`src/hdl/stb_pkg.sv`:
```
// store path shared definitions
`default_nettype none

package stb_pkg;

    // physical byte address width
    localparam int PHYS_BITS = 32;

    // word address drops the two byte-offset bits
    localparam int WORD_ADDR_BITS = PHYS_BITS - 2;

    // store buffer depth
    localparam int SB_ENTRIES = 8;

    // reorder buffer tag width
    localparam int ROB_TAG_BITS = 5;

    // low word address bits used by the cache array model, 64 words
    localparam int MEM_INDEX_BITS = 6;

    // store size opcode from the store unit
    typedef enum logic [1:0] {
        SZ_BYTE = 2'd0,
        SZ_HALF = 2'd1,
        SZ_WORD = 2'd2
    } store_size_e;

    // drain side of the four-phase req/ack handshake
    typedef enum logic [1:0] {
        // no request outstanding
        DR_IDLE         = 2'd0,
        // req up, waiting for the write port
        DR_WAIT_ACK     = 2'd1,
        // req dropped, waiting for ack to fall
        DR_WAIT_RELEASE = 2'd2
    } drain_state_e;

endpackage

`default_nettype wire

```
`src/hdl/store_issue.sv`:
```
// store issue stage
`timescale 1ns/100ps
`default_nettype none

module store_issue (
    input  wire logic                                cpu_clk_i,
    input  wire logic                                reset_i,
    input  wire logic                                flush_i,
    // issue side
    input  wire logic                                st_valid_i,
    input  wire logic [stb_pkg::PHYS_BITS-1:0]       st_addr_i,
    input  wire stb_pkg::store_size_e                st_size_i,
    input  wire logic [31:0]                         st_data_i,
    input  wire logic                                st_io_i,
    input  wire logic [stb_pkg::ROB_TAG_BITS-1:0]    st_rob_i,
    output logic                                     st_ready_o,
    output logic                                     st_fault_o,
    // enqueue link to the store buffer
    input  wire logic                                enq_full_i,
    output logic                                     enq_en_o,
    output logic [stb_pkg::WORD_ADDR_BITS-1:0]       enq_addr_o,
    output logic [31:0]                              enq_data_o,
    output logic [3:0]                               enq_bm_o,
    output logic                                     enq_io_o,
    output logic [stb_pkg::ROB_TAG_BITS-1:0]         enq_rob_o
);
    logic        hold_vld;
    logic [3:0]  bm;
    logic [31:0] lane_data;
    logic        misaligned;
    logic        accept;

    // size and offset decode
    always_comb begin
        case (st_size_i)
            stb_pkg::SZ_BYTE: begin
                bm         = 4'b0001 << st_addr_i[1:0];
                lane_data  = {4{st_data_i[7:0]}};
                misaligned = 1'b0;
            end
            stb_pkg::SZ_HALF: begin
                bm         = st_addr_i[1] ? 4'b1100 : 4'b0011;
                lane_data  = {2{st_data_i[15:0]}};
                misaligned = st_addr_i[0];
            end
            // word, and the unused encoding treated the same way
            default: begin
                bm         = 4'b1111;
                lane_data  = st_data_i;
                misaligned = |st_addr_i[1:0];
            end
        endcase
    end

    // room when empty, or the held store leaves this cycle
    assign st_ready_o = !hold_vld || !enq_full_i;
    assign accept     = st_valid_i && st_ready_o;
    // held store never reaches the link in a flush cycle
    assign enq_en_o   = hold_vld && !flush_i;

    always_ff @(posedge cpu_clk_i) begin
        if (reset_i) begin
            hold_vld   <= 1'b0;
            st_fault_o <= 1'b0;
        end else begin
            // one-cycle fault pulse, faulting store never held
            st_fault_o <= accept && misaligned;
            if (flush_i) begin
                hold_vld <= 1'b0;
            end else if (accept) begin
                hold_vld <= !misaligned;
            end else if (!enq_full_i) begin
                hold_vld <= 1'b0;
            end
        end
    end

    // payload only loads on a good accept
    always_ff @(posedge cpu_clk_i) begin
        if (accept && !misaligned) begin
            enq_addr_o <= st_addr_i[stb_pkg::PHYS_BITS-1:2];
            enq_data_o <= lane_data;
            enq_bm_o   <= bm;
            enq_io_o   <= st_io_i;
            enq_rob_o  <= st_rob_i;
        end
    end

endmodule

`default_nettype wire

```
`config.mk`:
```
export PLATFORM = sky130hd
export DESIGN_NAME = store_issue
export DESIGN_NICKNAME = d
export VERILOG_FILES = /design/src/hdl/stb_pkg.sv /design/src/hdl/store_issue.sv
export SDC_FILE = /design/constraint.sdc
export NUM_CORES = 1
export LEC_CHECK = 0
export ABC_AREA = 1
export BUFFER_PORTS_ARGS = -buffer_cell sky130_fd_sc_hd__buf_4
export CORE_ASPECT_RATIO = 1.2
export CORE_MARGIN = 2
export CORE_UTILIZATION = 26
export CTS_CLUSTER_DIAMETER = 100
export DETAILED_ROUTE_END_ITERATION = 8
export HOLD_SLACK_MARGIN = 0.12
export PLACE_DENSITY = 0.49
export SLEW_MARGIN = 20
export SYNTH_ARGS = -nofsm -noshare
export SYNTH_HDL_FRONTEND = slang
export SYNTH_SLANG_ARGS = --single-unit
export TNS_END_PERCENT = 100
```
`constraint.sdc`:
```
create_clock -name cpu_clk_i -period 6.65 [get_ports cpu_clk_i]
set_input_delay 0.665 -clock cpu_clk_i [delete_from_list [all_inputs] [get_ports cpu_clk_i]]
set_output_delay 0.665 -clock cpu_clk_i [all_outputs]
set_load 0.02 [all_outputs]
```
# == Word-level counts from Yosys, hierarchy flattened ==
# Cells that the tools add are included.
# word_totals
input_bits,77
elab_cells,28
register_bits,74
output_inout_bits,75
# op_classes
reduce_logical,12
shift,1
n_eq_ne,2
mux,6
# op_table
operator,n
$pmux W32 S2,1
$pmux W4 S2,1
$logic_and A1 B1 Y1,4
$logic_not A1 Y1,4
$mux W4,1
$reduce_or A2 Y1,2
$shl A1 B2 Y4 const A,1
$eq A2 B1 Y1 const B,1
$logic_not A2 Y1,1
$mux W1,2
$ne A2 B1 Y1 const B,1
$pmux W1 S2,1
$logic_or A1 B1 Y1,1

# == Depth between registers and ports, before layout ==
# depth
word_depth,4
ltp_mapped,7
mapped_depth_nobuf,5

# == Least setup slack after synthesis ==
# OpenSTA, ideal clock, no wires.
# synth_path
path_kind,input to register
from,in enq_full_i
to,reg enq_addr_o[0] (netlist bit) (enable)
required_ns,6.224
t_arrival_ns,2.469
path_slack_ns,3.755
n_path_buf,0
setup_time_ns,0.426
cell_stages,5
path_cell_list,nand2_1 > nand2_1 > inv_1 > nand2_1 > inv_1
# synth_between
elab_chain_len,4
# synth_rtl
item,line_no,text
start: declaration,store_issue.sv:19,"input wire logic enq_full_i,"
$logic_not A1 Y1,n/a,
$logic_or A1 B1 Y1,store_issue.sv:56,assign st_ready_o = !hold_vld || !enq_full_i;
$logic_and A1 B1 Y1,store_issue.sv:57,assign accept = st_valid_i && st_ready_o;
$logic_and A1 B1 Y1,store_issue.sv:80,if (accept && !misaligned) begin
end signal: assignment,store_issue.sv:81,enq_addr_o <= st_addr_i[stb_pkg::PHYS_BITS-1:2];
end: declaration,store_issue.sv:21,"output logic [stb_pkg::WORD_ADDR_BITS-1:0] enq_addr_o,"
# No other way between the ends.
# A chain may end at the register's enable or synchronous reset.

# == Worst setup path in the final report ==
# layout_path
from,in st_size_i[1]
to,reg enq_addr_o[23] (netlist bit) (enable)
# layout_between
elab_chain_len,4
word_cells_on_any_way,5
cone_classes,eq/ne (1); mux (1); reduce/logical (3)
# layout_rtl
item,line_no,text
start: declaration,store_issue.sv:12,"input wire stb_pkg::store_size_e st_size_i,"
$eq A2 B1 Y1 / $logic_not A2 Y1 (equally long branches),store_issue.sv:35,case (st_size_i)
$pmux W1 S2 (*),store_issue.sv:35,
$logic_not A1 Y1 (*),store_issue.sv:80,
$logic_and A1 B1 Y1 (*),store_issue.sv:80,
# Mark *: on every way between the ends. The rest lies on a longest branch, timed or not.

==> impl_metrics.tcl <==
set metrics [dict create \
    fp.dieW_um 97.4 \
    post-route-min-period_ns 2.09 \
    fp-row-count 40 \
    routed_wl_mm 6.67 \
    setup_viol_count_final 0 \
    gr-total-overflow 0 \
    worst_ir_drop_vdd_v 0.000113 \
    synth_edf_count 72 \
    grt_max_degree 73 \
    start_kind "input pin" \
    final_cells 458 \
    hold_viol 0 \
    whs_path_depth 2 \
    fillers 985 \
    ys_types 21 \
    first_pass_iters 4 \
    ys.flop_type "edfxtp_1" \
    clkLatencyLatePin_ns 0.33 \
    period_share 0.315 \
    synthArstFlopShare 0 \
    grt_pass1_wl_mm 10.0 \
    slew-limit-headroom 0.392 \
    ys_warn_count 0 \
    status "finished, final reports clean" \
    layout_common_cells "152 x buf_4, 72 x edfxtp_1, 46 x nand2_1" \
    power_frac_seq 0.475 \
    grt_pass1_vias 1902 \
    cts_setup_buffers 0 \
    area_delta_synth_final_pct 56.7 \
    drive_above_1_share 0.557 \
    fin_skew_ns 0.00273 \
    p_sw_frac 0.225 \
    cts_hold_buf 0 \
    place_ws_ns 4.18 \
    drc 0 \
    fin_nets 405 \
    clkSinkCount 74 \
    dp.cells 443 \
    synth.avg_cell_area_sq_um 16.1 \
    p_per_area_mw_per_mm2 272 \
    fin_ws_ns 4.56 \
    ys_ff_latch 74 \
    cts-root-buf "clkbuf_16" \
    wl_per_cell_um 14.6 \
    p_leak_nw 1.85 \
    rsz0062_at_grt "false" \
    finalPower_mw 1.16 \
    intPower_uw 898 \
    combPwrFrac 0.124 \
    antenna_found_initial 0 \
    vias_per_cell 4.09 \
    post-dp-hpwl_mm 4.85 \
    gp_congestion 0.730 \
    cts_tree "yes" \
    switching_power_uw 262 \
    initial_utilization 0.269 \
    die_y_um 116 \
    path_class "input pin to register" \
    max_clock_freq_mhz 478 \
    cts_resized 0 \
    hold_class "input pin to register" \
    final_common_cell "buf_4" \
    clock_path_buffers 2 \
    max_cap_viol_count 0 \
    slew_viol_final 0 \
    p_clk_frac 0.400 \
    htreeDepth 3 \
    synth-seq-area-share 0.809 \
    grt.total_usage 0.118 \
    cts_inserted_buffers 9 \
    crit_fanout 72 \
    synth_nets 246 \
    antenna_cells 0 \
    netlist_instances 169 \
    cp.required_ns 6.60 \
    coreArea_sq_mm 0.0101 \
    end_kind "register" \
    portBuffers 151 \
    die_area_sq_mm 0.0113 \
    arrival_ns 2.04 \
    reg2reg_depth 6 \
    fin_tns_setup_ns 0 \
    utilization 0.422 \
    tightest_slew_ns 0.912 \
    drt_iter0_drc 76 \
    clk_pin_slew_ns 0.05 \
    num_vias 1872 \
    syn_area_sq_mm 0.00272 \
    drtAntennaViolNets 0 \
    io_pins 152 \
]
[critical path: stages]
cell and delay, ns:
buf_4 0.20, inv_6 0.16, nand2_8 0.07, nand2_1 0.09, nand2_1 0.08, inv_2 0.05, buf_4 0.67
[sequential cells by signal (all words and copies together), names as in the netlist]
name	cells
enq_addr_o	30
enq_bm_o	4
enq_io_o	1
enq_rob_o	5
enq_data_o	32
hold_vld	1
st_fault_o	1
[worst paths after layout]
path | startpoint | endpoint | slack (ns)
max | st_size_i[1] | enq_addr_o[23]$_DFFE_PP_ | 4.56
min | reset_i | st_fault_o$_SDFF_PP0_ | 0.51
max reg2reg | hold_vld$_SDFFE_PP0P_ | enq_addr_o[23]$_DFFE_PP_ | 4.90
min reg2reg | hold_vld$_SDFFE_PP0P_ | hold_vld$_SDFFE_PP0P_ | 0.51
[synth_stat cells (2+ instances only)]
| library cell | count | area share |
|---|---|---|
| inv_6 | 2 | 0.0064 |
| o211ai_1 | 5 | 0.014 |
| nor2_1 | 3 | 0.0041 |
| nand2_4 | 3 | 0.012 |
| inv_1 | 12 | 0.017 |
| dfxtp_1 | 2 | 0.015 |
| buf_2 | 2 | 0.0037 |
| edfxtp_1 | 72 | 0.79 |
| nand2_1 | 46 | 0.063 |
| o21ai_2 | 7 | 0.023 |
| o211ai_2 | 2 | 0.0092 |
| o21ai_0 | 4 | 0.0074 |
[per-stage QoR]
step                      area (sq um)  hold slack (ns)
final                             4270            0.507
after global routing              4270            0.496
after CTS                         4270            0.493
after detailed placement          3980            0.513
after global placement            3980            0.498
after floorplan                   2720            0.614
[area by class of cell]
type | count | area [sq um] | area share
multi-input cells | 76 | 413 | 0.0968
repair buffers | 152 | 1140 | 0.268
well taps | 126 | 158 | 0.0370
flip-flops and latches | 74 | 2200 | 0.516
clock inverters | 5 | 56.3 | 0.0132
inverters | 15 | 66.3 | 0.0155
clock buffers | 10 | 229 | 0.0537
[kinds of logic (layout without fill, tap and decap cells)]
family,Yosys count,after routing,share of synthesized area
compound gates,19,19,0.0547
buf+inv,19,182,0.0395
flops,74,74,0.809
simple gates,57,57,0.0970
[power groups by stage]
stage / clock network (mW) / registers, mW / logic (mW)
after CTS: 0.480 / 0.552 / 0.147
final: 0.464 / 0.551 / 0.144
after floorplan: 0 / 0.593 / 0.0346
after global placement: 0 / 0.561 / 0.145
after detailed placement: 0 / 0.561 / 0.147
after global routing: 0.496 / 0.554 / 0.156
[per-layer routing]
metal  GRT usage  part of all wire  vias to the layer above
met5           0                 0                        -
met4      0.0667             0.019                        0
met3      0.0395             0.091                       11
met2       0.194              0.50                       97
met1       0.138              0.39                      845
li1            -                 -                      919
(Power assumes the default switching activity.)
